[src/rv_pkg.sv]
package rv_pkg;

    localparam int xlen       = 32;
    localparam int reg_addr_w = 5;

    typedef logic [xlen-1:0]       word_t;
    typedef logic [reg_addr_w-1:0] reg_idx_t;

    typedef enum logic [6:0] {
        op_alu_r  = 7'b0110011,
        op_alu_i  = 7'b0010011,
        op_load   = 7'b0000011,
        op_store  = 7'b0100011,
        op_branch = 7'b1100011,
        op_jal    = 7'b1101111,
        op_jalr   = 7'b1100111,
        op_lui    = 7'b0110111
    } opcode_t;

    // alu funct3
    localparam logic [2:0] f3_add = 3'b000;
    localparam logic [2:0] f3_sll = 3'b001;
    localparam logic [2:0] f3_xor = 3'b100;
    localparam logic [2:0] f3_srl = 3'b101;
    localparam logic [2:0] f3_or  = 3'b110;
    localparam logic [2:0] f3_and = 3'b111;

    // branch funct3, blt/bge compare unsigned
    localparam logic [2:0] f3_beq = 3'b000;
    localparam logic [2:0] f3_bne = 3'b001;
    localparam logic [2:0] f3_blt = 3'b100;
    localparam logic [2:0] f3_bge = 3'b101;

    localparam logic [2:0] f3_word = 3'b010; // lw / sw width
    localparam logic [2:0] f3_jalr = 3'b000;

    localparam logic [6:0] f7_sub = 7'b0100000;

    localparam word_t pc_step = 32'd4;

    typedef union packed {
        struct packed {
            logic [6:0] funct7;
            reg_idx_t   rs2;
            reg_idx_t   rs1;
            logic [2:0] funct3;
            reg_idx_t   rd;
            logic [6:0] opcode;
        } r_fmt;
        struct packed {
            logic [11:0] imm_11_0;
            reg_idx_t    rs1;
            logic [2:0]  funct3;
            reg_idx_t    rd;
            logic [6:0]  opcode;
        } i_fmt;
        struct packed {
            logic [6:0] imm_11_5;
            reg_idx_t   rs2;
            reg_idx_t   rs1;
            logic [2:0] funct3;
            logic [4:0] imm_4_0;
            logic [6:0] opcode;
        } s_fmt;
        struct packed {
            logic       imm_12;
            logic [5:0] imm_10_5;
            reg_idx_t   rs2;
            reg_idx_t   rs1;
            logic [2:0] funct3;
            logic [3:0] imm_4_1;
            logic       imm_11;
            logic [6:0] opcode;
        } b_fmt;
        struct packed {
            logic       imm_20;
            logic [9:0] imm_10_1;
            logic       imm_11;
            logic [7:0] imm_19_12;
            reg_idx_t   rd;
            logic [6:0] opcode;
        } j_fmt;
        struct packed {
            logic [19:0] imm_31_12;
            reg_idx_t    rd;
            logic [6:0]  opcode;
        } u_fmt;
    } instr_u;

    typedef enum logic [1:0] {
        st_fetch = 2'd0,
        st_exec  = 2'd1,
        st_mem   = 2'd2
    } seq_state_t;

endpackage

[src/rv_decoder.sv]
module rv_decoder
    import rv_pkg::*;
(
    input  instr_u     instr_i,
    output opcode_t    opcode_o,
    output logic [2:0] funct3_o,
    output logic       is_sub_o,
    output reg_idx_t   rs1_o,
    output reg_idx_t   rs2_o,
    output reg_idx_t   rd_o,
    output word_t      imm_o,
    output logic       use_imm_o,
    output logic       rd_write_o
);

    function automatic logic alu_f3_ok(input logic [2:0] f3);
        return f3 inside {f3_add, f3_xor, f3_or, f3_and, f3_sll, f3_srl};
    endfunction

    logic [6:0] raw_op;
    logic       legal;  // kept opcode and funct3 combination
    logic       writes; // format has a destination

    assign raw_op = instr_i.r_fmt.opcode; // opcode sits at the same place in every format

    always_comb begin
        legal     = 1'b0;
        writes    = 1'b0;
        funct3_o  = '0;
        is_sub_o  = 1'b0;
        rs1_o     = '0;
        rs2_o     = '0;
        rd_o      = '0;
        imm_o     = '0;
        use_imm_o = 1'b0;
        case (raw_op)
            op_alu_r: begin
                funct3_o = instr_i.r_fmt.funct3;
                rs1_o    = instr_i.r_fmt.rs1;
                rs2_o    = instr_i.r_fmt.rs2;
                rd_o     = instr_i.r_fmt.rd;
                is_sub_o = instr_i.r_fmt.funct7 == f7_sub;
                writes   = 1'b1;
                legal    = alu_f3_ok(funct3_o) &&
                           (instr_i.r_fmt.funct7 == '0 || (is_sub_o && funct3_o == f3_add));
            end
            op_alu_i, op_load, op_jalr: begin
                funct3_o  = instr_i.i_fmt.funct3;
                rs1_o     = instr_i.i_fmt.rs1;
                rd_o      = instr_i.i_fmt.rd;
                imm_o     = {{20{instr_i.i_fmt.imm_11_0[11]}}, instr_i.i_fmt.imm_11_0};
                use_imm_o = 1'b1;
                writes    = 1'b1;
                if (raw_op == op_alu_i) begin
                    // shift amounts must leave imm[11:5] clear, srai is not kept
                    legal = alu_f3_ok(funct3_o) &&
                            (!(funct3_o inside {f3_sll, f3_srl}) ||
                             instr_i.i_fmt.imm_11_0[11:5] == '0);
                end else if (raw_op == op_load) begin
                    legal = funct3_o == f3_word;
                end else begin
                    legal = funct3_o == f3_jalr;
                end
            end
            op_store: begin
                funct3_o  = instr_i.s_fmt.funct3;
                rs1_o     = instr_i.s_fmt.rs1;
                rs2_o     = instr_i.s_fmt.rs2;
                imm_o     = {{20{instr_i.s_fmt.imm_11_5[6]}}, instr_i.s_fmt.imm_11_5,
                             instr_i.s_fmt.imm_4_0};
                use_imm_o = 1'b1;
                legal     = funct3_o == f3_word;
            end
            op_branch: begin
                funct3_o = instr_i.b_fmt.funct3;
                rs1_o    = instr_i.b_fmt.rs1;
                rs2_o    = instr_i.b_fmt.rs2;
                imm_o    = {{19{instr_i.b_fmt.imm_12}}, instr_i.b_fmt.imm_12,
                            instr_i.b_fmt.imm_11, instr_i.b_fmt.imm_10_5,
                            instr_i.b_fmt.imm_4_1, 1'b0};
                legal    = funct3_o inside {f3_beq, f3_bne, f3_blt, f3_bge};
            end
            op_jal: begin
                rd_o   = instr_i.j_fmt.rd;
                imm_o  = {{11{instr_i.j_fmt.imm_20}}, instr_i.j_fmt.imm_20,
                          instr_i.j_fmt.imm_19_12, instr_i.j_fmt.imm_11,
                          instr_i.j_fmt.imm_10_1, 1'b0};
                writes = 1'b1;
                legal  = 1'b1;
            end
            op_lui: begin
                rd_o      = instr_i.u_fmt.rd;
                imm_o     = {instr_i.u_fmt.imm_31_12, 12'b0};
                use_imm_o = 1'b1;
                writes    = 1'b1;
                legal     = 1'b1;
            end
            default: legal = 1'b0;
        endcase
    end

    // anything unsupported decodes to opcode zero, which runs as a no-op
    assign opcode_o   = legal ? opcode_t'(raw_op) : opcode_t'(7'd0);
    assign rd_write_o = legal && writes && (rd_o != '0);

endmodule

[src/rv_reg_file.sv]
module rv_reg_file
    import rv_pkg::*;
(
    input  logic     clk,
    input  logic     rst,
    input  logic     we_i,
    input  reg_idx_t rd_i,
    input  reg_idx_t rs1_i,
    input  reg_idx_t rs2_i,
    input  word_t    wdata_i,
    output word_t    rs1_val_o,
    output word_t    rs2_val_o
);

    word_t regs [1:31]; // x0 is not stored

    always_ff @(posedge clk or posedge rst) begin
        if (rst) begin
            for (int i = 1; i < 32; i++) begin
                regs[i] <= '0;
            end
        end else if (we_i && rd_i != '0) begin
            regs[rd_i] <= wdata_i;
        end
    end

    assign rs1_val_o = (rs1_i == '0) ? '0 : regs[rs1_i];
    assign rs2_val_o = (rs2_i == '0) ? '0 : regs[rs2_i];

endmodule

[src/rv_alu.sv]
module rv_alu
    import rv_pkg::*;
(
    input  opcode_t    opcode_i,
    input  logic [2:0] funct3_i,
    input  logic       is_sub_i,
    input  logic       use_imm_i,
    input  word_t      rs1_val_i,
    input  word_t      rs2_val_i,
    input  word_t      imm_i,
    input  word_t      pc_i,
    output word_t      alu_result_o,
    output word_t      mem_adr_o,
    output logic       branch_taken_o
);

    word_t op_b;

    assign op_b      = use_imm_i ? imm_i : rs2_val_i;
    assign mem_adr_o = rs1_val_i + imm_i; // lw / sw effective address

    always_comb begin
        alu_result_o = '0;
        case (opcode_i)
            op_alu_r, op_alu_i: begin
                case (funct3_i)
                    f3_add:  alu_result_o = is_sub_i ? rs1_val_i - op_b : rs1_val_i + op_b;
                    f3_xor:  alu_result_o = rs1_val_i ^ op_b;
                    f3_or:   alu_result_o = rs1_val_i | op_b;
                    f3_and:  alu_result_o = rs1_val_i & op_b;
                    f3_sll:  alu_result_o = rs1_val_i << op_b[4:0];
                    f3_srl:  alu_result_o = rs1_val_i >> op_b[4:0];
                    default: alu_result_o = '0;
                endcase
            end
            op_lui:          alu_result_o = imm_i; // already shifted by the decoder
            op_jal, op_jalr: alu_result_o = pc_i + pc_step; // link
            default:         alu_result_o = '0;
        endcase
    end

    always_comb begin
        branch_taken_o = 1'b0;
        case (opcode_i)
            op_branch: begin
                case (funct3_i)
                    f3_beq:  branch_taken_o = rs1_val_i == rs2_val_i;
                    f3_bne:  branch_taken_o = rs1_val_i != rs2_val_i;
                    f3_blt:  branch_taken_o = rs1_val_i <  rs2_val_i; // unsigned
                    f3_bge:  branch_taken_o = rs1_val_i >= rs2_val_i;
                    default: branch_taken_o = 1'b0;
                endcase
            end
            op_jal, op_jalr: branch_taken_o = 1'b1;
            default:         branch_taken_o = 1'b0;
        endcase
    end

endmodule

[src/rv_lsu.sv]
module rv_lsu
    import rv_pkg::*;
(
    input  logic  clk,
    input  logic  rst,
    input  logic  fetch_req_i,
    input  logic  data_req_i,
    input  logic  data_we_i,
    input  word_t pc_i,
    input  word_t mem_adr_i,
    input  word_t wdata_i,
    input  word_t bus_rdata_i,
    input  logic  bus_full_i,
    output logic  bus_req_o,
    output logic  bus_we_o,
    output word_t bus_adr_o,
    output word_t bus_wdata_o,
    output logic  xfer_done_o,
    output word_t rdata_o
);

    word_t rdata_q;

    // requester inputs stay put while the bus is full, so outputs hold too
    assign bus_req_o   = fetch_req_i | data_req_i;
    assign bus_we_o    = data_req_i & data_we_i;
    assign bus_adr_o   = data_req_i ? mem_adr_i : pc_i;
    assign bus_wdata_o = wdata_i;
    assign xfer_done_o = bus_req_o & ~bus_full_i;

    always_ff @(posedge clk or posedge rst) begin
        if (rst) begin
            rdata_q <= '0;
        end else if (xfer_done_o && !bus_we_o) begin
            rdata_q <= bus_rdata_i;
        end
    end

    // live word on the completing cycle, held copy afterwards
    assign rdata_o = (xfer_done_o && !bus_we_o) ? bus_rdata_i : rdata_q;

endmodule

[src/rv_sequencer.sv]
module rv_sequencer
    import rv_pkg::*;
(
    input  logic     clk,
    input  logic     rst,
    input  opcode_t  opcode_i,
    input  logic     rd_write_i,
    input  reg_idx_t rd_i,
    input  word_t    imm_i,
    input  word_t    rs1_val_i,
    input  word_t    alu_result_i,
    input  logic     branch_taken_i,
    input  logic     xfer_done_i,
    input  word_t    rdata_i,
    output instr_u   instr_o,
    output word_t    pc_o,
    output logic     fetch_req_o,
    output logic     data_req_o,
    output logic     data_we_o,
    output logic     rf_we_o,
    output reg_idx_t rf_rd_o,
    output word_t    rf_wdata_o
);

    seq_state_t state_q;
    logic       started_q; // keeps the bus quiet in the first cycle out of reset
    word_t      pc_q;
    instr_u     ir_q;
    logic       is_mem;
    word_t      next_pc;

    assign is_mem      = (opcode_i == op_load) || (opcode_i == op_store);
    assign fetch_req_o = started_q && (state_q == st_fetch);
    assign data_req_o  = state_q == st_mem;
    assign data_we_o   = data_req_o && (opcode_i == op_store);
    assign instr_o     = ir_q;
    assign pc_o        = pc_q;

    always_comb begin
        next_pc = pc_q + pc_step;
        if (opcode_i == op_jalr) begin
            next_pc = (rs1_val_i + imm_i) & ~word_t'(1);
        end else if (branch_taken_i) begin
            next_pc = pc_q + imm_i; // taken branch or jal
        end
    end

    // writeback
    always_comb begin
        case (state_q)
            st_exec: rf_we_o = rd_write_i && !is_mem;
            st_mem:  rf_we_o = rd_write_i && xfer_done_i; // only lw has rd_write here
            default: rf_we_o = 1'b0;
        endcase
    end

    assign rf_rd_o    = rd_i;
    assign rf_wdata_o = (opcode_i == op_load) ? rdata_i : alu_result_i;

    always_ff @(posedge clk or posedge rst) begin
        if (rst) begin
            state_q   <= st_fetch;
            started_q <= 1'b0;
            pc_q      <= '0;
            ir_q      <= '0;
        end else begin
            started_q <= 1'b1;
            case (state_q)
                st_fetch: begin
                    if (xfer_done_i) begin
                        ir_q    <= rdata_i;
                        state_q <= st_exec;
                    end
                end
                st_exec: begin
                    if (is_mem) begin
                        state_q <= st_mem;
                    end else begin
                        pc_q    <= next_pc;
                        state_q <= st_fetch;
                    end
                end
                st_mem: begin
                    if (xfer_done_i) begin
                        pc_q    <= next_pc; // plain fall-through for lw / sw
                        state_q <= st_fetch;
                    end
                end
                default: state_q <= st_fetch;
            endcase
        end
    end

endmodule

[src/rv_core.sv]
module rv_core
    import rv_pkg::*;
(
    input  logic  clk,
    input  logic  rst,
    input  word_t bus_rdata_i,
    input  logic  bus_full_i,
    output logic  bus_req_o,
    output logic  bus_we_o,
    output word_t bus_adr_o,
    output word_t bus_wdata_o
);

    instr_u     instr;
    opcode_t    opcode;
    logic [2:0] funct3;
    logic       is_sub;
    logic       use_imm;
    logic       rd_write;
    reg_idx_t   rs1;
    reg_idx_t   rs2;
    reg_idx_t   rd;
    word_t      imm;
    word_t      rs1_val;
    word_t      rs2_val;
    word_t      alu_result;
    word_t      mem_adr;
    logic       branch_taken;
    word_t      pc;
    logic       fetch_req;
    logic       data_req;
    logic       data_we;
    logic       xfer_done;
    word_t      rdata;
    logic       rf_we;
    reg_idx_t   rf_rd;
    word_t      rf_wdata;

    rv_sequencer u_seq (
        .clk            (clk),
        .rst            (rst),
        .opcode_i       (opcode),
        .rd_write_i     (rd_write),
        .rd_i           (rd),
        .imm_i          (imm),
        .rs1_val_i      (rs1_val),
        .alu_result_i   (alu_result),
        .branch_taken_i (branch_taken),
        .xfer_done_i    (xfer_done),
        .rdata_i        (rdata),
        .instr_o        (instr),
        .pc_o           (pc),
        .fetch_req_o    (fetch_req),
        .data_req_o     (data_req),
        .data_we_o      (data_we),
        .rf_we_o        (rf_we),
        .rf_rd_o        (rf_rd),
        .rf_wdata_o     (rf_wdata)
    );

    rv_decoder u_dec (
        .instr_i    (instr),
        .opcode_o   (opcode),
        .funct3_o   (funct3),
        .is_sub_o   (is_sub),
        .rs1_o      (rs1),
        .rs2_o      (rs2),
        .rd_o       (rd),
        .imm_o      (imm),
        .use_imm_o  (use_imm),
        .rd_write_o (rd_write)
    );

    rv_reg_file u_rf (
        .clk       (clk),
        .rst       (rst),
        .we_i      (rf_we),
        .rd_i      (rf_rd),
        .rs1_i     (rs1),
        .rs2_i     (rs2),
        .wdata_i   (rf_wdata),
        .rs1_val_o (rs1_val),
        .rs2_val_o (rs2_val)
    );

    rv_alu u_alu (
        .opcode_i       (opcode),
        .funct3_i       (funct3),
        .is_sub_i       (is_sub),
        .use_imm_i      (use_imm),
        .rs1_val_i      (rs1_val),
        .rs2_val_i      (rs2_val),
        .imm_i          (imm),
        .pc_i           (pc),
        .alu_result_o   (alu_result),
        .mem_adr_o      (mem_adr),
        .branch_taken_o (branch_taken)
    );

    rv_lsu u_lsu (
        .clk         (clk),
        .rst         (rst),
        .fetch_req_i (fetch_req),
        .data_req_i  (data_req),
        .data_we_i   (data_we),
        .pc_i        (pc),
        .mem_adr_i   (mem_adr),
        .wdata_i     (rs2_val),
        .bus_rdata_i (bus_rdata_i),
        .bus_full_i  (bus_full_i),
        .bus_req_o   (bus_req_o),
        .bus_we_o    (bus_we_o),
        .bus_adr_o   (bus_adr_o),
        .bus_wdata_o (bus_wdata_o),
        .xfer_done_o (xfer_done),
        .rdata_o     (rdata)
    );

endmodule

[config.mk]
export PLATFORM = sky130hd
export DESIGN_NAME = rv_core
export DESIGN_NICKNAME = d
export VERILOG_FILES = /design/src/rv_pkg.sv /design/src/rv_decoder.sv /design/src/rv_reg_file.sv /design/src/rv_alu.sv /design/src/rv_lsu.sv /design/src/rv_sequencer.sv /design/src/rv_core.sv
export SDC_FILE = /design/constraint.sdc
export NUM_CORES = 2
export LEC_CHECK = 0
export ABC_AREA = 0
export ABC_CLOCK_PERIOD_IN_PS = 40000
export BUFFER_PORTS_ARGS = -buffer_cell sky130_fd_sc_hd__buf_4
export CAP_MARGIN = 20
export CORE_MARGIN = 2
export CORE_UTILIZATION = 35
export DETAILED_ROUTE_END_ITERATION = 10
export GPL_TIMING_DRIVEN = 0
export SLEW_MARGIN = 20
export SYNTH_ARGS = -nofsm -noshare
export SYNTH_HDL_FRONTEND = slang
export SYNTH_HIERARCHICAL = 1
export SYNTH_SLANG_ARGS = --single-unit
[constraint.sdc]
create_clock -name clk -period 40 [get_ports clk]
set_input_delay 2 -clock clk [delete_from_list [all_inputs] [get_ports clk]]
set_output_delay 2 -clock clk [all_outputs]
set_load 0.01 [all_outputs]
Word-level counts from Yosys, hierarchy flattened
Index checks and enable logic that the tools add are counted.
{"block": "totals", "ff_bits": 1091, "latchBits": 0, "ramBits": 0, "romBits": 0, "inputBits": 35, "out_inout_bits": 66, "word_cells": 176, "memories": 0}
{"block": "classes", "add_sub_neg": 5, "mul": 0, "n_div": 0, "magnitude_cmp": 6, "eq_ne": 35, "n_shift": 2, "n_mux": 42, "bitwise_logic": 10, "reduce_logical": 40}
{"cell": "992-bit bitwise mux", "n": 1}
{"cell": "32-bit 2-to-1 mux", "n": 16}
{"cell": "32-bit binary-select mux with 5-bit select", "n": 2}
{"cell": "32-bit one-hot mux with 6 select lines", "n": 1}
{"cell": "32-bit demux with 5-bit select", "n": 1}
{"cell": "32-bit one-hot mux with 5 select lines", "n": 1}
{"cell": "32-bit adder", "n": 3}
{"cell": "32-bit one-hot mux with 3 select lines", "n": 1}
{"cell": "32-bit one-hot mux with 2 select lines", "n": 1}
{"cell": "7-bit by 6-bit == test with 1-bit output, second input constant", "n": 7}
{"cell": "7-bit == test, second input constant", "n": 6}
{"cell": "32-bit by 3-bit adder with 32-bit output, second input constant", "n": 1}
{"cell": "32-bit AND", "n": 1}
{"cell": "32-bit == test", "n": 1}
{"cell": "32-bit >= comparator", "n": 1}
{"cell": "32-bit less-than comparator", "n": 1}
{"cell": "32-bit inequality test", "n": 1}
{"cell": "32-bit OR", "n": 1}
{"cell": "32-bit by 5-bit left shift with 32-bit output", "n": 1}
{"cell": "32-bit by 5-bit >> shifter with 32-bit output", "n": 1}
{"cell": "32-bit subtractor", "n": 1}
{"cell": "32-bit XOR", "n": 1}
{"cell": "3-bit == test, second input constant", "n": 8}
{"cell": "6-bit >= comparator, second input constant", "n": 3}
{"cell": "other kinds (39)", "n": 78}

Depth between registers and ports, before layout
{"block": "depth", "depth_word": 16, "depth_mapped": 36, "depth_no_buf": 26}

Hierarchy
The synthesis kept the hierarchy.
{"module": "rv_reg_file", "n_inst": 1, "cells_per_inst": 3766, "area_per_inst_um2": 53456.3, "seq_area_each_um2": 24823.8}
{"module": "rv_alu", "n_inst": 1, "cells_per_inst": 1635, "area_per_inst_um2": 11649.9, "seq_area_each_um2": 0.0}
{"module": "rv_sequencer", "n_inst": 1, "cells_per_inst": 899, "area_per_inst_um2": 7475.9, "seq_area_each_um2": 1676.6}
{"module": "rv_lsu", "n_inst": 1, "cells_per_inst": 141, "area_per_inst_um2": 2014.4, "seq_area_each_um2": 800.8}
{"module": "rv_decoder", "n_inst": 1, "cells_per_inst": 121, "area_per_inst_um2": 802.0, "seq_area_each_um2": 0.0}

Worst setup path after synthesis
OpenSTA, ideal clock, no wires.
{"block": "synth_path", "path_kind": "flip-flop to flip-flop", "from": "register u_seq.ir_q, in the netlist u_seq/instr_o[3]", "to": "register u_rf/regs[476] in the netlist's numbering", "setup_ns": 0.125, "t_arrival_ns": 7.566, "required_ns": 39.875, "slack_ns": 32.310, "path_stages_with_launch": 35, "path_buffers": 8, "synth_period_minus_slack_ns": 7.690, "path_cell_list": "dfrtp_1 buf_2 nor2_4 and4_1 and2_1 buf_4 buf_2 buf_4 mux4_2 nand2_1 nand2_1 o211ai_1 o21ai_0 mux2i_4 clkbuf_1 buf_1 ha_1 nor4b_4 and3_1 and4_1 a21oi_1 xnor2_1 ha_1 clkbuf_1 and4_1 a31o_2 a221oi_1 o21bai_1 a221oi_1 a21boi_0 xnor2_1 a211o_1 mux2_2 clkbuf_1 mux2_2"}
{"block": "synth_via", "elab_chain_cells": 15, "word_cells_on_any_way": 86, "classes_between": "2 x add/sub; 2 x order compare; 20 x eq/ne; 2 x shift; 30 x mux; 7 x bitwise; 23 x reduce/logical"}
{"element": "start: declaration", "line_no": "rv_sequencer.sv:28", "text": "instr_u ir_q;"}
{"element": "start signal: assignment", "line_no": "rv_sequencer.sv:71", "text": "ir_q <= rdata_i;"}
{"element": "7-bit by 6-bit == test with 1-bit output or 7-bit == test (tied branches)", "line_no": "rv_decoder.sv:36", "text": "case (raw_op)"}
{"element": "3-bit OR reduction (no source line) *"}
{"element": "5-bit 2-to-1 mux *", "line_no": "rv_decoder.sv:36"}
{"element": "named net rs2[0]", "line_no": "rv_core.sv:21", "text": "reg_idx_t rs2;"}
{"element": "5-bit inverter with 6-bit output (implied by the code)", "line_no": "rv_reg_file.sv:28", "text": "assign rs2_val_o = (rs2_i == '0) ? '0 : regs[rs2_i];"}
{"element": "32-bit binary-select mux with 5-bit select", "line_no": "rv_reg_file.sv:28"}
{"element": "32-bit 2-to-1 mux (implied by the code) (2 in a row)", "line_no": "rv_reg_file.sv:28"}
{"element": "32-bit 2-to-1 mux *", "line_no": "rv_reg_file.sv:28"}
{"element": "named net rs2_val[1]", "line_no": "rv_core.sv:25", "text": "word_t rs2_val;"}
{"element": "(+1 left out)"}
{"element": "32-bit adder or 32-bit subtractor (tied branches)", "line_no": "rv_alu.sv:27", "text": "f3_add: alu_result_o = is_sub_i ? rs1_val_i - op_b : rs1_val_i + op_b;"}
{"element": "32-bit 2-to-1 mux", "line_no": "rv_alu.sv:27"}
{"element": "32-bit one-hot mux with 6 select lines *", "line_no": "rv_alu.sv:26", "text": "case (funct3_i)"}
{"element": "32-bit one-hot mux with 3 select lines *", "line_no": "rv_alu.sv:24", "text": "case (opcode_i)"}
{"element": "named net alu_result[28]", "line_no": "rv_core.sv:26", "text": "word_t alu_result;"}
{"element": "32-bit 2-to-1 mux *", "line_no": "rv_sequencer.sv:58", "text": "assign rf_wdata_o = (opcode_i == op_load) ? rdata_i : alu_result_i;"}
{"element": "named net rf_wdata[28]", "line_no": "rv_core.sv:37", "text": "word_t rf_wdata;"}
{"element": "992-bit bitwise mux *", "line_no": "rv_reg_file.sv:23", "text": "regs[rd_i] <= wdata_i;"}
{"element": "end signal: indexed assignment", "line_no": "rv_reg_file.sv:23"}
{"element": "end: declaration", "line_no": "rv_reg_file.sv:15", "text": "word_t regs [1:31];"}
The timed path passes the listed nets; every way through them passes the cells marked *. The select of a mux whose other input is x is not followed.
A chain may end at the register's enable or synchronous reset.

Final worst setup path
{"block": "layout_path", "from": "register u_seq.ir_q, in the netlist u_seq/instr_o[3]", "to": "register u_rf/regs[20] in the netlist's numbering"}
The elaborated chain is that of the path after synthesis.

==> Implementation_results.wiki <==
{| class="wikitable"
! Metric !! Value
|-
| Slowest cell on crit path || a211oi_1
|-
| Core Box Area || 214000 sq um
|-
| Final-report setup violation count || 0
|-
| Final routed wirelength across all metal layers || 387000 um
|-
| Placed cell areas || 81500 sq um
|-
| Fraction of met1 tracks used by global routing || 41.4%
|-
| Synthesis-stage register bit count || 1091
|-
| Worst slew margin relative to its limit || 8.13%
|-
| Synth area leaders || dfrtp_1 36%, mux2_2 18%, mux4_2 13%, mux2i_1 3.8%, ha_1 3.8%
|-
| Worst slack at placement || 28.02 ns
|-
| Die area || 219000 sq um
|-
| Final setup margin || 27.58 ns
|-
| Library cell with the highest instance count after synthesis || mux2_2
|-
| Worst Setup Start Kind || flip-flop
|-
| Hold_buf cts || 0
|-
| Vias in the first global route || 62200
|-
| Net count after synthesis || 6827
|-
| Number of enable-type register cells in the synthesized netlist || 0
|-
| Number of buffers added by the clock tree synthesis step || 121
|-
| Timing startpoint of the critical path || u_seq/instr_o[3]
|-
| Number of antenna violations at the first check in global routing || 24
|-
| Share of cells above drive strength 1 || 34.3%
|-
| Clock Skews || 0.107 ns
|-
| Maximum net fanout on the critical path || 11
|-
| Number of routed nets with antenna violations || 0
|-
| Horizontal extent of the die || 468 um
|-
| Required time of the critical path || 40.67 ns
|-
| Maximum capacitance violations || 0
|-
| Worst hold path depth || 1
|-
| GPL Wtd Cong || 1.07
|-
| Total number of yosys warnings || 6
|-
| Layer carrying the most global-route usage || met2
|-
| Setup slack of the worst register-to-register path || 27.58 ns
|-
| Vertical die dimension || 468 um
|-
| Post-CTS setup buffers || 0
|-
| Post-synthesis instance area || 75400 sq um
|-
| # resized after CTS || 0
|-
| Starting density of the core || 35.2%
|-
| Unrepaired setup endpoints after global routing || false
|-
| I/O pin count || 101
|-
| Largest net degree at the start of global routing || 107
|-
| Instance count of the mapped netlist || 6562
|-
| Portion of synthesized cell area occupied by the leading cell type || 36.2%
|-
| Total congestion overflow after global routing || 0
|-
| Syn_area_per_cell || 11.5 sq um
|-
| Library cells used by synthesis || 122
|-
| Overall fraction of global-route tracks in use || 34.6%
|-
| Last element of the critical path || u_rf/regs[20]
|-
| Cell type with the highest aggregate area in the netlist || dfrtp_1
|-
| Number of cells traversed by the worst register-to-register path || 31
|-
| Post-synth ARST share || 100%
|-
| Critical path's most frequent cell || buf_2
|-
| Deepest level of the CTS H-tree || 3
|-
| Cell row count || 170
|-
| Total number of vias || 63900
|-
| Area growth syn-to-layout || 13.6%
|-
| Detailed placement HPWL || 298000 um
|-
| Clock sink total || 1091
|-
| Buffer levels on the longest clock path || 3
|-
| Setup TNS || 0 ns
|-
| Worst setup path category || reg2reg
|-
| Result of the run || complete, no violations
|-
| Standby leakage power || 37.7 nW
|-
| Number of search-and-repair iterations in the first detailed-routing pass || 8
|-
| Clock tree from TritonCTS || yes
|-
| Top flip-flop cell by instance count after synthesis || dfrtp_1
|-
| Most frequent cells after synthesis || 1172 x mux2_2, 1091 x dfrtp_1, 434 x nand2_1
|-
| Number of hold-slack violations in the final timing report || 0
|-
| Maximum clock rate || 80.5 MHz
|-
| CTS clk-pin slew, worst paths || 0.07 ns
|-
| Number of pins with negative max-slew slack in the final report || 0
|-
| Worst supply voltage drop on vdd || 0.0362 mV
|-
| Peak per-stage delay on the critical path || 0.88 ns
|-
| Nets@finish || 7125
|-
| Reg-to-Reg End || u_rf/regs[20]
|-
| Met2 track demand over resource in global routing || 50.4%
|-
| Final min period || 12.42 ns
|-
| Power per cell area || 44.6 nW/um^2
|-
| Min-Delay Path Class || reg2reg
|-
| Reg2reg start || u_seq/instr_o[3]
|-
| Post-route DRC violation count || 0
|-
| Met3 demand-to-capacity share in global routing || 11.8%
|-
| Drt wl/cell || 39.4 um
|-
| Crit end category || flip-flop
|-
| Wire length of the first global-routing pass || 522000 um
|-
| Transition time of the tightest slew-check pin || 1.38 ns
|-
| Layout Cell Area excl Fill || 85600 sq um
|-
| Average vias per placed instance || 6.50
|-
| Crit path arrival time || 13.09 ns
|-
| Share of synthesized area occupied by flip-flops and latches || 36.2%
|-
| Initial DRC Count || 8318
|-
| Count of buffers inserted at the top-level ports || 100
|-
| Portion of the clock cycle consumed by the worst path in the final layout || 31.1%
|-
| Clock tree root buffer cell || clkbuf_16
|-
| Worst skew pair latency || 0.83 ns
|}
[routing by layer]
layer,share of wire [%],vias up
met2,42,4142
li1,-,25400
met1,37,33000
met3,11,1318
met4,9.9,28
met5,0.048,-
[metrics by stage]
| stage | std cells | power [mW] | util [%] | hold WS, ns |
|---|---|---|---|---|
| floorplan | 6562 | 2.01 | - | 0.472 |
| CTS | 9799 | 3.78 | 39.9 | 0.507 |
| finish | 9822 | 3.82 | 39.9 | 0.507 |
| global route | 9803 | 3.92 | 39.9 | 0.515 |
| detailed placement | 9575 | 2.62 | 38.0 | 0.492 |
| global placement | 9500 | 2.61 | 37.2 | 0.483 |
[area by class of cell]
class	instances	area, sq um
well taps	2838	3550
inverters	159	607
diodes	23	57.6
plain buffers	583	2870
clock buffers	183	3590
fillers	20800	129000
repair buffers	175	2050
flip-flops and latches	1091	27300
clock inverters	41	465
multi-input cells	4729	45100
[kinds of logic (layout without fill, tap and decap cells)]
family	count (synthesis)	in the layout	synth area share, %
flops	1091	1091	36.2
compound gates	1179	1179	10.5
other cells	1	24	0.00497
mux	1927	1927	35.1
simple gates	1215	1215	7.75
fa+ha+maj	230	230	3.86
xor+xnor	177	177	2.06
buf+inv	742	1141	4.56
[critical path: cells and delay by family (launching register included)]
kind            cells  cell delay, ns
mux                 4            1.76
xor+xnor            1            0.16
fa+ha+maj           2            0.79
compound gates     10            3.97
buf+inv             7            3.74
simple gates        7            1.47
flops               1            0.40
[registers in the layout, indices dropped and copies added (netlist names)]
| register | cells |
|---|---|
| u_lsu/rdata_q | 32 |
| u_seq/instr_o | 32 |
| u_seq/started_q | 1 |
| u_rf/regs | 992 |
| u_seq/state_q | 2 |
| u_seq/pc_o | 32 |
[where the power goes]
| group | internal [mW] | switching, mW | leakage, nW |
|---|---|---|---|
| clock network | 0.651 | 0.506 | 1.99 |
| registers | 1.14 | 0.0481 | 15.1 |
| logic | 0.463 | 1.01 | 20.6 |
[worst min-delay path by stage]
stage | from | end | slack (ns)
2_1_floorplan | u_lsu/rdata_q[10] | u_lsu/rdata_q[10] | 0.47
3_3_place_gp | u_lsu/rdata_q[14] | u_lsu/rdata_q[14] | 0.48
3_5_place_dp | u_lsu/rdata_q[14] | u_lsu/rdata_q[14] | 0.49
4_1_cts | u_lsu/rdata_q[14] | u_lsu/rdata_q[14] | 0.51
5_1_grt | u_lsu/rdata_q[14] | u_lsu/rdata_q[14] | 0.51
6_report | u_lsu/rdata_q[14] | u_lsu/rdata_q[14] | 0.51
[cells in the final DEF (no fill, tap or decap), types with 27 or more instances in the layout]
cell,n
a31oi_1,40
buf_2,135
xnor2_1,121
and2_1,40
a21oi_1,317
a211oi_1,49
nor2_1,250
buf_1,71
o211ai_1,70
nand2_1,434
nor3_1,86
clkbuf_16,121
o21ai_1,30
a221oi_1,69
mux2_2,1172
nand4_1,44
buf_16,31
a21o_1,76
clkbuf_1,281
o21a_1,27
nand3_1,110
inv_1,151
and3_1,27
buf_4,210
mux4_2,425
mux2i_1,284
mux2_4,30
xor2_1,56
nor2b_1,76
a22oi_1,56
dfrtp_1,1091
ha_1,226
clkbuf_8,33
o21ai_0,173
Power figures use the tool's default switching activity.
